## config.mk

```make
export PLATFORM = sky130hd
export DESIGN_NAME = regfile
export DESIGN_NICKNAME = d
export VERILOG_FILES = /design/src/design/cpu_defs_pkg.sv /design/src/design/regfile.sv
export SDC_FILE = /design/constraint.sdc
export NUM_CORES = 2
export LEC_CHECK = 0
export BUFFER_PORTS_ARGS = -buffer_cell sky130_fd_sc_hd__buf_2
export CAP_MARGIN = 20
export CORE_MARGIN = 1
export CORE_UTILIZATION = 55
export DETAILED_ROUTE_END_ITERATION = 12
export GPL_ROUTABILITY_DRIVEN = 0
export GPL_TIMING_DRIVEN = 0
export HOLD_SLACK_MARGIN = 0.03
export PLACE_DENSITY_LB_ADDON = 0.2
export SYNTH_ARGS = -nofsm -noshare
export SYNTH_HDL_FRONTEND = slang
export SYNTH_SLANG_ARGS = --single-unit
export TNS_END_PERCENT = 5
```

## constraint.sdc

```tcl
create_clock -name clk -period 2.1 [get_ports clk]
set_input_delay 0.42 -clock clk [delete_from_list [all_inputs] [get_ports clk]]
set_output_delay 0.42 -clock clk [all_outputs]
set_load 0.005 [all_outputs]
```

## src/design/cpu_defs_pkg.sv

```systemverilog
package cpu_defs_pkg;

	// general register file
	localparam int DATA_WIDTH     = 32;
	localparam int REG_NUM        = 32;
	localparam int REG_ADDR_WIDTH = $clog2(REG_NUM);

	// cycles MULTU stays in execute
	localparam int MUL_CYCLES     = 4;
	localparam int MUL_CNT_WIDTH  = $clog2(MUL_CYCLES);

	// one data word
	typedef logic [DATA_WIDTH-1:0] uint32_t;

	// HI/LO pair, HI in the upper word
	typedef logic [2*DATA_WIDTH-1:0] uint64_t;

	typedef logic [REG_ADDR_WIDTH-1:0] reg_addr_t;

endpackage

```

## src/design/regfile.sv

```systemverilog
`timescale 1ns/10ps

module regfile(
	input  logic                    clk,
	input  logic                    rst,
	input  logic                    we,
	input  cpu_defs_pkg::reg_addr_t waddr,
	input  cpu_defs_pkg::uint32_t   wdata,
	input  cpu_defs_pkg::reg_addr_t rs_addr,
	input  cpu_defs_pkg::reg_addr_t rt_addr,
	output cpu_defs_pkg::uint32_t   rs_data,
	output cpu_defs_pkg::uint32_t   rt_data
);
	import cpu_defs_pkg::*;

	uint32_t regs [REG_NUM];

	// register 0 never takes a write, so it stays at its reset value
	always_ff @(posedge clk) begin
		if (rst) begin
			for (int i = 0; i < REG_NUM; i++) begin
				regs[i] <= '0;
			end
		end else if (we && waddr != '0) begin
			regs[waddr] <= wdata;
		end
	end

	// no write bypass here
	assign rs_data = regs[rs_addr];
	assign rt_data = regs[rt_addr];

endmodule

```

==> metrics <==
count of different cell masters after synthesis=29; CP max FO=10; vias per cell=6.69; Max Cap Violations=0; post-DP HPWL=149 mm; non-filler cells in the finished layout=6352; Crit path arrival time=2270 ps; number of synthesis warnings=0; Synth Instances=4605; leakage power=25.8 nW; Setup Viol. Count Final=422; port bufs=111; TritonCTS clock tree=yes; Routed WL per cell=33.4 µm; Final Hold Vio Count=0; startpoint type of the worst setup path=input port; Largest register FFs=1024; clock buffer count from CTS=109; Reg clk slew, reported paths=60 ps; endpoint class of the critical path=primary output; Max Root-Sink Buffers=3; fmax=372 MHz; io pins=114; final worst slack=-585 ps; # rows=116; most frequent cells in the layout=1024 x edfxtp_1, 1022 x mux2i_1, 993 x and2_1; Root Buffer=clkbuf_16; first-pass GRT wire length=291 mm; die width=321 µm; sequential share of the synthesized area=0.550; htree depth=3; all-layer global routing usage=0.405; largest net degree at the start of global routing=33; worst endpoint required time=1680 ps; Peak supply drop=696 µV; failing checks=negative setup slack; final net count=4954; Via Count=42500; Worst-Margin Slew=991 ps; DRT Pass-1 Iters=10; most common cell after layout, fill and taps aside=edfxtp_1; total core area=100000 µm²; Placed Instances=6128; syn_area_per_cell=12.1 µm²; Routed Wire Length=212 mm; final core occ=0.647; register with the most flip-flops=regs; WHS Path Cells=2; slew margin rel.=0.339; unrepaired setup endpoints after global routing=yes; 1st-iter DRT viols=6910; PwrDens=775 nW/µm²; type of the worst setup path=input port to primary output; total gr overflow=0; DRC Markers=0; layout cells sized above 1=0.178; Hold Crit Class=input port to flip-flop; Final min period=2690 ps; Total Die Area=103000 µm²; fillers=7565; clk sinks=1024; Seq cells post-synth=1024; vias in the first global route=40600; P&R area growth vs syn=16.3%; Mapped Area=55900 µm²; Initial Utilization=0.557; status=finished, violations left; initial antenna violation count=14; largest registers=regs: 1024 flops; fin crit share=1.28; Pwr Total=50.4 mW; Die H=321 µm; antenna-violating nets left=0; Slew Limit Fails=0
logic make-up after synthesis:
group,share of synthesized area
compound gates,0.0702
buf+inv,0.0390
flops,0.550
mux,0.183
other cells,0.0000671
simple gates,0.157
power breakdown:
group	switching (mW)	internal, mW
clock	8.59	10.5
combinational	4.55	2.49
sequential	0.608	23.6
total	13.7	36.6
critical path, stage by stage:
cell,delay (ps)
buf_6,160
buf_2,440
mux2i_1,290
a22o_1,310
nor3_2,80
a31oi_2,280
nand3_1,110
buf_2,140
worst paths after layout:
path / from / endpoint / slack, ps
max: rt_addr[1] / rt_data[26] / -590
min: wdata[9] / regs[5][9] / 60
what timing repair did:
action / 4_1_cts / 5_1_grt
setup endpoints to repair: 729 / 880
gates cloned: 5 / 0
setup buffers: 13 / 1
pin swaps: 122 / 82
hold endpoints to repair: 5 / 0
hold buffers: 5 / 0
gates resized for setup: 564 / 155
Yosys cell counts, drive strengths merged:
library cell	n	area, µm²
edfxtp	1024	30700
mux2i	1024	10200
and2	994	6220
clkbuf	234	916
buf	212	1260
nand2	196	736
nand3	194	976
a21oi	192	961
a22oi	192	1440
a22o	128	1120
a31oi	64	400
nor3	64	320
nor2	35	201
or2	33	206
nand2b	5	31.3
nor2b	5	31.3
nand3b	4	33.8
or3	2	12.5
or3b	2	22.5
conb	1	3.75
metal layers:
metal	track usage	part of all wire	vias up
met5	0.00804	0.0011	-
met4	0.269	0.077	20
met3	0.124	0.14	746
met2	0.588	0.42	3404
met1	0.523	0.36	20900
li1	-	-	17400
layout make-up:
cell class / count / area [µm²] / area share
Clock buffer: 133 / 2820 / 0.0433
Tap cell: 1357 / 1700 / 0.0261
Clock inverter: 67 / 606 / 0.00931
Multi-Input combinational cell: 3166 / 24400 / 0.375
Antenna cell: 2 / 5.00 / 0.0000770
Buffer: 444 / 3370 / 0.0519
Sequential cell: 1024 / 30700 / 0.473
Timing Repair Buffer: 159 / 1390 / 0.0213
through the flow:
step | setup WS [ps] | hold WS (ps) | cell area (µm²) | setup TNS (ps)
final | -585 | 62.0 | 65000 | -58730
after global routing | -568 | 67.4 | 65000 | -42940
after CTS | -554 | 31.1 | 64500 | -59500
after detailed placement | -1700 | 759 | 58700 | -1247310
after global placement | -1690 | 750 | 58300 | -1530810
after floorplan | 72.0 | 618 | 56000 | 0
No activity file was read; power rests on OpenSTA's default activity.
