## config.mk

```make
export PLATFORM = sky130hd
export DESIGN_NAME = instr_exec
export DESIGN_NICKNAME = d
export VERILOG_FILES = /design/src/design/cpu_defs_pkg.sv /design/src/design/isa_pkg.sv /design/src/design/instr_exec.sv
export SDC_FILE = /design/constraint.sdc
export NUM_CORES = 2
export LEC_CHECK = 0
export ABC_AREA = 1
export BUFFER_PORTS_ARGS = -buffer_cell sky130_fd_sc_hd__buf_2
export CORE_ASPECT_RATIO = 0.7
export CORE_UTILIZATION = 40
export DETAILED_ROUTE_END_ITERATION = 10
export PLACE_DENSITY_LB_ADDON = 0.3
export SYNTH_ARGS = -nofsm -noshare
export SYNTH_HDL_FRONTEND = slang
export SYNTH_SLANG_ARGS = --single-unit
export TNS_END_PERCENT = 100
```

## constraint.sdc

```tcl
create_clock -name clk -period 6.2 [get_ports clk]
set_input_delay 0.62 -clock clk [delete_from_list [all_inputs] [get_ports clk]]
set_output_delay 0.62 -clock clk [all_outputs]
set_load 0.01 [all_outputs]
```

## src/design/cpu_defs_pkg.sv

```systemverilog
package cpu_defs_pkg;

	// general register file
	localparam int DATA_WIDTH     = 32;
	localparam int REG_NUM        = 32;
	localparam int REG_ADDR_WIDTH = $clog2(REG_NUM);

	// cycles MULTU stays in execute
	localparam int MUL_CYCLES     = 4;
	localparam int MUL_CNT_WIDTH  = $clog2(MUL_CYCLES);

	// one data word
	typedef logic [DATA_WIDTH-1:0] uint32_t;

	// HI/LO pair, HI in the upper word
	typedef logic [2*DATA_WIDTH-1:0] uint64_t;

	typedef logic [REG_ADDR_WIDTH-1:0] reg_addr_t;

endpackage

```

## src/design/isa_pkg.sv

```systemverilog
package isa_pkg;

	localparam int INSTR_WIDTH = 32;

	typedef logic [INSTR_WIDTH-1:0] instr_t;
	typedef logic [5:0] opcode_t;
	typedef logic [5:0] funct_t;

	// field positions inside the instruction word
	localparam int OPC_LSB   = 26;
	localparam int RS_LSB    = 21;
	localparam int RT_LSB    = 16;
	localparam int RD_LSB    = 11;
	localparam int FUNCT_LSB = 0;
	localparam int IMM_LSB   = 0;
	localparam int IMM_WIDTH = 16;

	// primary opcodes
	localparam opcode_t OP_SPECIAL = 6'h00;
	localparam opcode_t OP_ADDIU   = 6'h09;
	localparam opcode_t OP_ORI     = 6'h0d;
	localparam opcode_t OP_LUI     = 6'h0f;

	// SPECIAL function codes
	localparam funct_t FN_MFHI  = 6'h10;
	localparam funct_t FN_MFLO  = 6'h12;
	localparam funct_t FN_MULTU = 6'h19;
	localparam funct_t FN_ADDU  = 6'h21;
	localparam funct_t FN_SUBU  = 6'h23;
	localparam funct_t FN_AND   = 6'h24;
	localparam funct_t FN_OR    = 6'h25;
	localparam funct_t FN_XOR   = 6'h26;
	localparam funct_t FN_SLT   = 6'h2a;

	typedef enum logic [3:0] {
		ALU_NOP,
		ALU_ADD,
		ALU_SUB,
		ALU_AND,
		ALU_OR,
		ALU_XOR,
		ALU_SLT,
		ALU_LUI,
		ALU_MFHI,
		ALU_MFLO,
		ALU_MULTU
	} alu_op_t;

endpackage

```

## src/design/instr_exec.sv

```systemverilog
`timescale 1ns/10ps

module instr_exec(
	input  logic                  clk,
	input  logic                  rst,
	input  isa_pkg::alu_op_t      op,
	input  cpu_defs_pkg::uint32_t opa,
	input  cpu_defs_pkg::uint32_t opb,
	output cpu_defs_pkg::uint32_t result,
	output logic                  stall_req
);
	import cpu_defs_pkg::*;
	import isa_pkg::*;

	typedef enum logic [0:0] {
		MUL_IDLE,
		MUL_BUSY
	} mul_state_t;

	mul_state_t             mul_state;
	logic [MUL_CNT_WIDTH-1:0] mul_cnt;
	logic                   mul_done;
	uint64_t                hilo;
	uint64_t                product;

	assign product = uint64_t'(opa) * uint64_t'(opb);

	// first cycle is spent in idle, so done comes on the last busy count
	assign mul_done  = (mul_state == MUL_BUSY) && (mul_cnt == MUL_CNT_WIDTH'(MUL_CYCLES - 1));
	assign stall_req = (op == ALU_MULTU) && !mul_done;

	always_ff @(posedge clk) begin
		if (rst) begin
			mul_state <= MUL_IDLE;
			mul_cnt   <= '0;
		end else begin
			case (mul_state)
				MUL_IDLE: begin
					if (op == ALU_MULTU) begin
						mul_state <= MUL_BUSY;
						mul_cnt   <= MUL_CNT_WIDTH'(1);
					end
				end
				MUL_BUSY: begin
					if (mul_done) begin
						mul_state <= MUL_IDLE;
						mul_cnt   <= '0;
					end else begin
						mul_cnt <= mul_cnt + 1'b1;
					end
				end
				default: mul_state <= MUL_IDLE;
			endcase
		end
	end

	// HI/LO updated at the edge that ends the multiply
	always_ff @(posedge clk) begin
		if (rst)
			hilo <= '0;
		else if (mul_done)
			hilo <= product;
	end

	always_comb begin
		case (op)
			ALU_ADD:  result = opa + opb;
			ALU_SUB:  result = opa - opb;
			ALU_AND:  result = opa & opb;
			ALU_OR:   result = opa | opb;
			ALU_XOR:  result = opa ^ opb;
			ALU_SLT:  result = uint32_t'($signed(opa) < $signed(opb));
			ALU_LUI:  result = opb;
			ALU_MFHI: result = hilo[DATA_WIDTH +: DATA_WIDTH];
			ALU_MFLO: result = hilo[0 +: DATA_WIDTH];
			default:  result = '0;
		endcase
	end

endmodule

```

==> metrics.txt <==
status finished with violations; failing checks design-rule violations, negative setup slack; Post-Syn Nets around 7,800; share of layout cells above drive strength 1 21.9%; crit path time final 6630 ps; chip width 402 um; Worst-Skew Late Latency 370 ps; top cell type's share of synthesized area 40.2%; Clock Skew ~11 ps; post-DR vias/cell 5.03; worst slew pin tran 1180 ps; critical path arrival 6900 ps; Multi-input gate area 0.0377 sq mm; Clk pin slew, worst setup/hold paths 80 ps; first-iteration detailed-routing DRC count 4,139; Die ar. 0.113 sq mm; Critical Path RT ~6500 ps; largest net degree at the start of global routing 57; maximum fanout along the worst path 6; CP Launch Type primary input; Seq. cell area 0.00134 sq mm; kind of critical path in -> reg; Max-slew headroom a little under a fifth; Seq/Total Area, Yosys under 10%; Worst Hold Class reg -> reg; Critical R2R Launch mul_cnt[0]; Total GRT Usage 31.1%; Die Y 282 um; cell depth of the worst min-delay path 2; leading cell type in the layout, fill and taps excluded inv_1; largest family of logic cells by synthesized area adder cells; initial antenna violation count 8; Synth Area in XOR/XNOR 0.529%; Setup TNS -14,750 ps; Inserted Clock Buffers 9; Detailed Route WL ~180 mm; drt pass-1 iters 9; vias in the first global route 42,835; worst reg2reg setup slack between 2000 and 3000 ps; Clock Path Buffers 2; Post-synth EDFFs 0; Main synth FF type dfxtp_1; Setup crit end kind flip-flop; CTS H-tree lvls 3; synth unique cells 51; post-synth top area cell fa_1; Top-Level Pins 103; row count 102; synthesis-to-finish area growth 25.1%; Hold EP hilo[4]; commonest non-fill, non-tap cells in the layout 1,875 x inv_1, 1,547 x nand2_1, 815 x fa_1; RSZ-0062 raised after global routing yes; post-synthesis cell count 6,430; Synth Warn # 0; CTS tree done; PnR worst setup slack -427 ps; routing usage on met1 47.0%; synth top area cells fa_1 40%, inv_1 17%, nand2_1 15%, ha_1 10%, dfxtp_1 3.0%; final setup violation count 48; GRT Residual Overflow 0; n_diodes 0; Placeable Area 0.111 sq mm; CTS root buffer clkbuf_16; DRT antenna net count 0; asr flop ratio synth 0%; post-synthesis mux area share 0%; Initial Util 40.4%; synthesized cell area 0.0447 sq mm; first-pass GRT wire length about 270 mm; maxcap violations 0; DRC 1; # fillers about 11,000; GP Congestion 0.962; Tcrit/Tclk final 107%; Yosys reg bits 67; GRT busiest layer met1; Avg WL per Cell about 21 um; post-synthesis compound-gate area fraction 5.40%; clock sinks 67; Slew Limit Fails 0; Nets 8,224; Max Clk Rate 0.151 GHz; Post-Synth Adder-Cell Area 50.3%; met3 usage between 5 and 6%; PortBufs 102; capturing point of the worst reg2reg path hilo[17]; final hold violation count 0; hold_sp hilo[4]; Synth Area in Simple Gates 21.2%; GR Layer Usage met2 47.0%; Worst Reg-to-Reg Cells 9; Syn Area/Cell 6.95 sq um; DR vias about 42,000; dpl hpwl 146 mm
state kept, by name, summed over array words and instances (netlist names):
signal and cells:
mul_state 1, mul_cnt 2, hilo 64
how the worst max path moves through the flow:
stage | start | end | cells past startpoint
6_report | opb[24] | hilo[54] | 27
5_1_grt | opa[8] | hilo[59] | 30
4_1_cts | opa[19] | hilo[54] | 29
3_5_place_dp | opb[10] | hilo[55] | 27
3_3_place_gp | opb[10] | hilo[55] | 27
2_1_floorplan | opa[5] | hilo[29] | 29
critical path, cell delays in order:
cell     delay (ps)
buf_6            80
buf_12          140
buf_12          160
buf_4           120
nand2_1          60
fa_1            500
inv_1            50
fa_1            480
fa_2            610
fa_1            480
fa_1            560
fa_1            450
fa_2            610
fa_1            470
ha_4            330
buf_6           110
nand2_4          70
buf_4           140
nor3_2          140
buf_4           190
nand2_2          60
inv_2            70
nand3_2          80
nand3_1          90
nand3_1         100
nand2_1         110
inv_1            40
kinds of logic (layout without fill, tap and decap cells):
group | count (synthesis) | after routing
compound gates | 411 | 411
fa+ha+maj | 1259 | 1259
simple gates | 2368 | 2368
flops | 67 | 67
buf+inv | 2298 | 2768
xor+xnor | 27 | 27
what timing repair did:
action	in CTS	in global routing
endpoints found under the setup margin	53	53
hold buffers	0	0
pin swaps	269	240
gates resized for setup	609	443
buffers inserted	60	40
gates cloned	14	4
metrics by stage:
stage          area, sq um  worst slack (ps)  hold slack (ps)  std cells  utilization [%]
6_report             55900              -427              461       8356             50.5
2_1_floorplan        45700             -89.1              419       6430                -
3_5_place_dp         50800             -1270              442       8226             45.9
3_3_place_gp         50800             -1250              435       8226             45.9
5_1_grt              55900              -584              498       8356             50.5
4_1_cts              54100              -397              456       8315             48.9
synth_stat cells, drive strengths merged (29+ instances only):
cell / instances
inv: 2050
nand2: 1830
fa: 897
ha: 362
nor2: 255
clkbuf: 210
nand3: 210
a21oi: 185
o21ai: 108
dfxtp: 67
o22ai: 39
buf: 37
nand4: 29
nor3: 29
routing by layer:
metal | routed length (um) | vias to the layer above
li1 | - | 19185
met1 | 81800 | 20964
met2 | 73800 | 1721
met3 | 16200 | 165
met4 | 3240 | 4
met5 | 31 | -
area by class of cell:
cell class | count | share of cell area, %
clock buffers | 10 | 0.427
clock inverters | 6 | 0.159
inverters | 2051 | 13.8
multi-input cells | 4065 | 67.4
flip-flops and latches | 67 | 2.40
well taps | 1456 | 3.26
repair buffers | 701 | 12.5
Power is left out: the tool's default activity adds up to more than one toggle a clock period on the data nets, which glitch-free logic cannot reach.
