[src/design/cpu_defs_pkg.sv]
package cpu_defs_pkg;

	// general register file
	localparam int DATA_WIDTH     = 32;
	localparam int REG_NUM        = 32;
	localparam int REG_ADDR_WIDTH = $clog2(REG_NUM);

	// cycles MULTU stays in execute
	localparam int MUL_CYCLES     = 4;
	localparam int MUL_CNT_WIDTH  = $clog2(MUL_CYCLES);

	// one data word
	typedef logic [DATA_WIDTH-1:0] uint32_t;

	// HI/LO pair, HI in the upper word
	typedef logic [2*DATA_WIDTH-1:0] uint64_t;

	typedef logic [REG_ADDR_WIDTH-1:0] reg_addr_t;

endpackage

[src/design/isa_pkg.sv]
package isa_pkg;

	localparam int INSTR_WIDTH = 32;

	typedef logic [INSTR_WIDTH-1:0] instr_t;
	typedef logic [5:0] opcode_t;
	typedef logic [5:0] funct_t;

	// field positions inside the instruction word
	localparam int OPC_LSB   = 26;
	localparam int RS_LSB    = 21;
	localparam int RT_LSB    = 16;
	localparam int RD_LSB    = 11;
	localparam int FUNCT_LSB = 0;
	localparam int IMM_LSB   = 0;
	localparam int IMM_WIDTH = 16;

	// primary opcodes
	localparam opcode_t OP_SPECIAL = 6'h00;
	localparam opcode_t OP_ADDIU   = 6'h09;
	localparam opcode_t OP_ORI     = 6'h0d;
	localparam opcode_t OP_LUI     = 6'h0f;

	// SPECIAL function codes
	localparam funct_t FN_MFHI  = 6'h10;
	localparam funct_t FN_MFLO  = 6'h12;
	localparam funct_t FN_MULTU = 6'h19;
	localparam funct_t FN_ADDU  = 6'h21;
	localparam funct_t FN_SUBU  = 6'h23;
	localparam funct_t FN_AND   = 6'h24;
	localparam funct_t FN_OR    = 6'h25;
	localparam funct_t FN_XOR   = 6'h26;
	localparam funct_t FN_SLT   = 6'h2a;

	typedef enum logic [3:0] {
		ALU_NOP,
		ALU_ADD,
		ALU_SUB,
		ALU_AND,
		ALU_OR,
		ALU_XOR,
		ALU_SLT,
		ALU_LUI,
		ALU_MFHI,
		ALU_MFLO,
		ALU_MULTU
	} alu_op_t;

endpackage

[src/design/decode.sv]
`timescale 1ns/10ps

module decode(
	input  isa_pkg::instr_t         instr,
	input  logic                    in_valid,
	output cpu_defs_pkg::reg_addr_t rs_addr,
	output cpu_defs_pkg::reg_addr_t rt_addr,
	input  cpu_defs_pkg::uint32_t   rs_data,
	input  cpu_defs_pkg::uint32_t   rt_data,
	input  cpu_defs_pkg::reg_addr_t ex_rd,
	input  cpu_defs_pkg::uint32_t   ex_result,
	input  cpu_defs_pkg::reg_addr_t wb_rd,
	input  cpu_defs_pkg::uint32_t   wb_data,
	output isa_pkg::alu_op_t        op,
	output cpu_defs_pkg::uint32_t   opa,
	output cpu_defs_pkg::uint32_t   opb,
	output cpu_defs_pkg::reg_addr_t rd
);
	import cpu_defs_pkg::*;
	import isa_pkg::*;

	opcode_t              opcode;
	funct_t               funct;
	reg_addr_t            rd_field;
	logic [IMM_WIDTH-1:0] imm;
	uint32_t              rs_value;
	uint32_t              rt_value;
	uint32_t              imm_sext;
	uint32_t              imm_zext;
	uint32_t              imm_upper;

	// execute beats write-back, write-back beats the register file
	function automatic uint32_t forward(
		input reg_addr_t src,
		input uint32_t   rf_val,
		input reg_addr_t ex_dst,
		input uint32_t   ex_val,
		input reg_addr_t wb_dst,
		input uint32_t   wb_val
	);
		if (src == '0)
			return '0;
		else if (src == ex_dst)
			return ex_val;
		else if (src == wb_dst)
			return wb_val;
		return rf_val;
	endfunction

	assign opcode   = instr[OPC_LSB +: $bits(opcode_t)];
	assign funct    = instr[FUNCT_LSB +: $bits(funct_t)];
	assign rs_addr  = instr[RS_LSB +: $bits(reg_addr_t)];
	assign rt_addr  = instr[RT_LSB +: $bits(reg_addr_t)];
	assign rd_field = instr[RD_LSB +: $bits(reg_addr_t)];
	assign imm      = instr[IMM_LSB +: IMM_WIDTH];

	assign imm_sext  = {{(DATA_WIDTH-IMM_WIDTH){imm[IMM_WIDTH-1]}}, imm};
	assign imm_zext  = {{(DATA_WIDTH-IMM_WIDTH){1'b0}}, imm};
	assign imm_upper = {imm, {(DATA_WIDTH-IMM_WIDTH){1'b0}}};

	assign rs_value = forward(rs_addr, rs_data, ex_rd, ex_result, wb_rd, wb_data);
	assign rt_value = forward(rt_addr, rt_data, ex_rd, ex_result, wb_rd, wb_data);

	always_comb begin
		op  = ALU_NOP;
		rd  = '0;
		opa = rs_value;
		opb = rt_value;
		// unknown encodings fall through as NOP with no destination
		if (in_valid) begin
			case (opcode)
				OP_SPECIAL: begin
					case (funct)
						FN_ADDU: begin
							op = ALU_ADD;
							rd = rd_field;
						end
						FN_SUBU: begin
							op = ALU_SUB;
							rd = rd_field;
						end
						FN_AND: begin
							op = ALU_AND;
							rd = rd_field;
						end
						FN_OR: begin
							op = ALU_OR;
							rd = rd_field;
						end
						FN_XOR: begin
							op = ALU_XOR;
							rd = rd_field;
						end
						FN_SLT: begin
							op = ALU_SLT;
							rd = rd_field;
						end
						FN_MFHI: begin
							op = ALU_MFHI;
							rd = rd_field;
						end
						FN_MFLO: begin
							op = ALU_MFLO;
							rd = rd_field;
						end
						// result goes to HI/LO only
						FN_MULTU: op = ALU_MULTU;
						default:  op = ALU_NOP;
					endcase
				end
				OP_ADDIU: begin
					op  = ALU_ADD;
					rd  = rt_addr;
					opb = imm_sext;
				end
				OP_ORI: begin
					op  = ALU_OR;
					rd  = rt_addr;
					opb = imm_zext;
				end
				OP_LUI: begin
					op  = ALU_LUI;
					rd  = rt_addr;
					opb = imm_upper;
				end
				default: op = ALU_NOP;
			endcase
		end
	end

endmodule

[config.mk]
export PLATFORM = sky130hd
export DESIGN_NAME = decode
export DESIGN_NICKNAME = d
export VERILOG_FILES = /design/src/design/cpu_defs_pkg.sv /design/src/design/isa_pkg.sv /design/src/design/decode.sv
export SDC_FILE = /design/constraint.sdc
export NUM_CORES = 1
export LEC_CHECK = 0
export BUFFER_PORTS_ARGS = -buffer_cell sky130_fd_sc_hd__buf_4
export CAP_MARGIN = 5
export CORE_AREA = 2 2 99 101
export DETAILED_ROUTE_END_ITERATION = 7
export DIE_AREA = 0 0 101 103
export PLACE_DENSITY = 0.77
export SLEW_MARGIN = 40
export SYNTH_ARGS = -nofsm -noshare
export SYNTH_HDL_FRONTEND = slang
export SYNTH_SLANG_ARGS = --single-unit
export TNS_END_PERCENT = 100
[constraint.sdc]
create_clock -name vclk -period 2.8
set_input_delay 0.28 -clock vclk [all_inputs]
set_output_delay 0.28 -clock vclk [all_outputs]
set_load 0.01 [all_outputs]
==> results.md, run 1 <==
* Gr usage total at 0.261
* Seq_cells at 0
* I/O Buffers at around 250
* Sequential share of power at 0
* Dpl hpwl at 12.2 mm
* GR Overflow Total at 0
* Drt total wl at between 10 and 15 mm
* Core box area at approximately 9500 sq um
* Max-Cap Viols at 0
* Worst-Margin Slew at roughly 0.61 ns
* Crit Path Class: in2out
* CP Cell Sequence: buf_4, xor2_1, nor3_1, nand3_1, buf_4, a221oi_1, o31a_1, buf_4
* Register area at 0 sq um
* Final slew viol count at 0
* Final setup violation count at 0
* Starting Density at 0.315
* Fin crit share at 0.885
* CP arrival at approximately 2.2 ns
* NumNets Final at about 800
* Antenna-violating nets left at 0
* Overall die width at between 100 and 150 microns
* Post-Synthesis Cells at 420
* Number of diodes at 0
* Area of the multi-input gates at approximately 2700 sq um
* Total negative slack at 0 ns
* Synth Cell Area at approximately 3000 sq um
* Clock group share of total power at 0
* Layout area overhead at 63.1%
* Initial DRC Count at 175
* Vias in the first global route at between 4000 and 5000
* Postcts setup bufs at 0
* Sw Ratio at 0.481
* PwrDens at around 180 nW/um^2
* Crit Path Max Fanout at 26
* Worst path required time at 2.52 ns
* Die H at around 100 microns
* CP max stage delay at roughly 0.48 ns
* RSZ-0062 raised after global routing: false
* Total die area at between 10000 and 15000 sq um
* Crit path capture type: output port
* Leakage at approximately 2.5 nW
* Yosys cell types at 49
* Crit path time final at 2.48 ns
* Status: finished, final reports clean
* Worst Min Path Start: instr[22]
* Remaining DRCs at 0
* # rows at 36
* PnR Total Power at roughly 860 uW
* Final Wtd Congestion at 0.900
* Setup crit start kind: input pin
* Initial antenna violation count at 0
* Avg Inst Size Synth at between 7 and 8 sq um
* Top cell by count, worst path: buf_4
* Initial DRT Pass Iterations at 6
* Post-DR wirelength/cell at between 20 and 25 microns
* Fillers at between 900 and 1000
* Sw Pwr at just over 400 uW
* Comb pwr share at 1.000
* Worst vdd ir at between 0.00008 and 0.00009 V
* Commonest non-fill, non-tap cells in the layout: buf_4, nand3_1, mux2i_1
* Number of gates resized after CTS at 0
* Hold Crit Class: in2out
* Synth Warn # at 0
* P_int at approximately 450 uW
* CP max stage cell: a221oi_1
* Hold Buf Count CTS at 0
* Slew headroom at 0.592
* Max Freq at roughly 400 MHz
* Syn_nets at 591
* First-pass GRT wire length at approximately 22 mm
* Hold Crit Depth at 2
* Hold Path End: rs_addr[1]
* I/O pins at between 200 and 300
* Largest net degree at the start of global routing at between 40 and 50
* Final Hold Fails at 0
* Post-synthesis sequential area ratio at 0
* Clkbuf count at 0
* Via density at 5.92
* Commonest non-fill, non-tap cell in the layout: buf_4
* DR vias at approximately 4400
* Share of post-route cells with drive strength above 1 at 0.494
[layer usage]
layer,GRT usage,share of wire
met1,0.317,0.39
met2,0.484,0.50
met3,0.0414,0.078
met4,0.0561,0.025
met5,0,0
[worst max-delay path: cells and delay by family]
kind / cells / cell delay, ns
xor+xnor: 1 / 0.15
buf+inv: 3 / 0.59
compound gates: 2 / 0.68
simple gates: 2 / 0.49
[metrics by stage]
stage | setup slack (ns) | util | instances | area [sq um] | hold WS (ns)
final | 0.321 | 0.514 | 740 | 4860 | 0.792
after global routing | 0.208 | 0.514 | 740 | 4860 | 0.799
after CTS | 0.159 | 0.512 | 739 | 4840 | 0.793
after detailed placement | 0.160 | 0.512 | 739 | 4840 | 0.792
after global placement | 0.237 | 0.512 | 739 | 4840 | 0.786
after floorplan | 0.769 | - | 420 | 2980 | 0.652
[worst max path at each step]
stage	start	to	slack, ns
finish	instr[18]	opb[16]	0.32
global placement	instr[22]	opa[31]	0.24
CTS	instr[22]	opa[0]	0.16
detailed placement	instr[22]	opa[0]	0.16
floorplan	instr[24]	opa[10]	0.77
global route	instr[18]	opb[20]	0.21
[power groups by stage]
stage,clock network [mW],logic [mW],registers (mW)
finish,0,0.860,0
floorplan,0,0.408,0
global placement,0,0.837,0
detailed placement,0,0.853,0
CTS,0,0.855,0
global route,0,0.923,0
[cell families after synthesis]
| logic type | count (synthesis) | share of synthesized area |
|---|---|---|
| AND/OR/NAND/NOR | 155 | 0.286 |
| AO/OA/AOI/OAI | 130 | 0.374 |
| buffers and inverters | 64 | 0.110 |
| multiplexers | 49 | 0.165 |
| XOR/XNOR | 22 | 0.0647 |
[cell type report]
class,instances,area share
timing repair buffer,267,0.417
multi-input combinational,356,0.552
inverter,3,0.00232
tap,114,0.0294
[cell usage after synthesis (all sizes together), types with 15 or more instances]
| cell | instances | share of area |
|---|---|---|
| nand3 | 69 | 0.12 |
| mux2i | 49 | 0.16 |
| buf | 33 | 0.071 |
| o31ai | 32 | 0.13 |
| o21ai | 31 | 0.052 |
| clkbuf | 28 | 0.035 |
| nand2 | 24 | 0.030 |
| nor2 | 18 | 0.026 |
| o221ai | 16 | 0.047 |
| a221oi | 15 | 0.044 |
| and4 | 15 | 0.044 |
Power figures use the tool's default switching activity.
==> inputs of run 2 (changes only) <==
--- a/config.mk
+++ b/config.mk
@@ -10,7 +10,8 @@
 export CORE_AREA = 2 2 99 101
 export DETAILED_ROUTE_END_ITERATION = 7
 export DIE_AREA = 0 0 101 103
-export PLACE_DENSITY = 0.77
+export PLACE_DENSITY = 0.69
+export SKIP_LAST_GASP = 1
 export SLEW_MARGIN = 40
 export SYNTH_ARGS = -nofsm -noshare
 export SYNTH_HDL_FRONTEND = slang
==> run 2 against run 1 <==
Against the previous run:
- routed wire length down 0.18%
- total power about the same
- global-route usage down 0.18 points
- highest routed layer unchanged
==> results.md, run 2 (same netlist as run 1, synthesis figures left out) <==
* Status: finished, final reports clean
* Largest net degree at the start of global routing at 40 (-9.1%)
* Gr usage total at 0.259 (-0.00184)
* Leakage at 2.48 nW (+0.62%)
* Vias in the first global route at 4053 (-4.5%)
* CP Buf/Inv Count at 3 (unchanged)
* Fillers at 934 (+3.7%)
* Dpl hpwl at 12.2 mm (about the same)
* PwrDens at 176 nW/um^2 (-0.46%)
* PnR Total Power at 860 uW (about the same)
* Postcts setup bufs at 0 (unchanged)
* CP Cell Sequence: buf_4, or4_4, nor2_4, a31oi_4, buf_16, and2_4, o31ai_1, buf_4
* CP max stage cell: or4_4
* Final Hold Fails at 0 (unchanged)
* Final Wtd Congestion at 0.934 (+3.8%)
* Placed cells at 742 (+0.41%)
* Layout area overhead at 63.9%
* Final core utilization at 0.516 (+0.00251)
* Crit Path Class: in2out
* Remaining DRCs at 0 (unchanged)
* Setup ws final at 0.298 ns (-0.0233 ns)
* I/O Buffers at 254 (unchanged)
* Number of gates resized after CTS at 0 (unchanged)
* Overall die width at 101 microns (unchanged)
* Worst vdd ir at 0.000116 V (+32%)
* CP delay by family, top: simple AND/OR/NAND/NOR gates
* Number of diodes at 0 (unchanged)
* Clkbuf count at 0 (unchanged)
* Post-DR wirelength/cell at 20.1 microns (-0.45%)
* Crit Path Max Fanout at 32 (+23%)
* Sw Ratio at 0.478 (-0.00294)
* Slew headroom at 0.555 (-0.0370)
* Hold_ws at 0.786 ns (-0.00587 ns)
* Commonest non-fill, non-tap cell in the layout: buf_4
* Drt total wl at 14.9 mm (-0.18%)
* Seq_cells at 0 (unchanged)
* Crit path time final at 2.50 ns (+0.0233 ns)
* Sw Pwr at 411 uW (-0.58%)
* I/O pins at 254 (unchanged)
* Commonest non-fill, non-tap cells in the layout: buf_4, nand3_1, mux2i_1
* Area of the multi-input gates at 2680 sq um (-0.14%)
* Area of placed instances at 4880 sq um (+0.88%)
* Max-Cap Viols at 0 (unchanged)
* Register area at 0 sq um (unchanged)
* Clock group share of total power at 0 (unchanged)
* Fin crit share at 0.894 (+0.00832)
* Die H at 103 microns (unchanged)
* Total negative slack at 0 ns (unchanged)
* Hold Buf Count CTS at 0 (unchanged)
* Sequential share of power at 0 (unchanged)
* Worst path required time at 2.52 ns (about the same)
* RSZ-0062 raised after global routing: false
* Core box area at 9460 sq um (unchanged)
* Max Freq at 400 MHz (-0.93%)
* Hold Crit Class: in2out
* Design Area, Final at 4880 sq um (+0.49%)
* # rows at 36 (unchanged)
* Share of post-route cells with drive strength above 1 at 0.494 (about the same)
* Final slew viol count at 0 (unchanged)
* P_int at 449 uW (+0.59%)
* Initial DRC Count at 173 (-1.1%)
* Via density at 5.85 (-1.2%)
* Setup crit start kind: input pin
* Setup WS pre-CTS at 0.292 ns (+0.132 ns)
* Crit path capture type: output port
* Worst-Margin Slew at 0.667 ns (+0.0570 ns)
* First-pass GRT wire length at 21.4 mm (-1.9%)
* GR Overflow Total at 0 (unchanged)
* Top cell by count, worst path: buf_4
* Antenna-violating nets left at 0 (unchanged)
* DR vias at 4341 (-0.89%)
* Total die area at 10400 sq um (unchanged)
* Initial DRT Pass Iterations at 5 (-1)
* CP arrival at 2.22 ns (+0.02 ns)
* NumNets Final at 801 (+0.25%)
* Initial antenna violation count at 0 (unchanged)
* Comb pwr share at 1.000 (about the same)
* Non-Filler Instances at 742 (+0.27%)
* CP max stage delay at 0.54 ns (+0.06 ns)
* Final setup violation count at 0 (unchanged)
* Starting Density at 0.315 (unchanged)
-- run 2: area by class of cell --
cell class,instances,share of cell area
tap,114,0.0292
inverter,3,0.00231
multi-input combinational,356,0.548
timing repair buffer,269,0.420
-- run 2: per-layer routing --
metal	global-route usage	routed length [microns]
met5	0	0
met3	0.0488	1240
met2	0.504	7660
met1	0.304	5880
met4	0.0239	140
-- run 2: power by group through the flow --
stage	Clock [mW]	Combinational (mW)	Sequential [mW]
2_1_floorplan	0	0.408	0
3_3_place_gp	0	0.840	0
3_5_place_dp	0	0.858	0
4_1_cts	0	0.860	0
5_1_grt	0	0.922	0
6_report	0	0.860	0
-- run 2: path summary, 6_finish.rpt --
path / startpoint / to / slack, ns / cells after the start
hold / removal: instr[21] / rs_addr[0] / 0.79 / 2
setup / recovery: instr[24] / opa[0] / 0.30 / 8
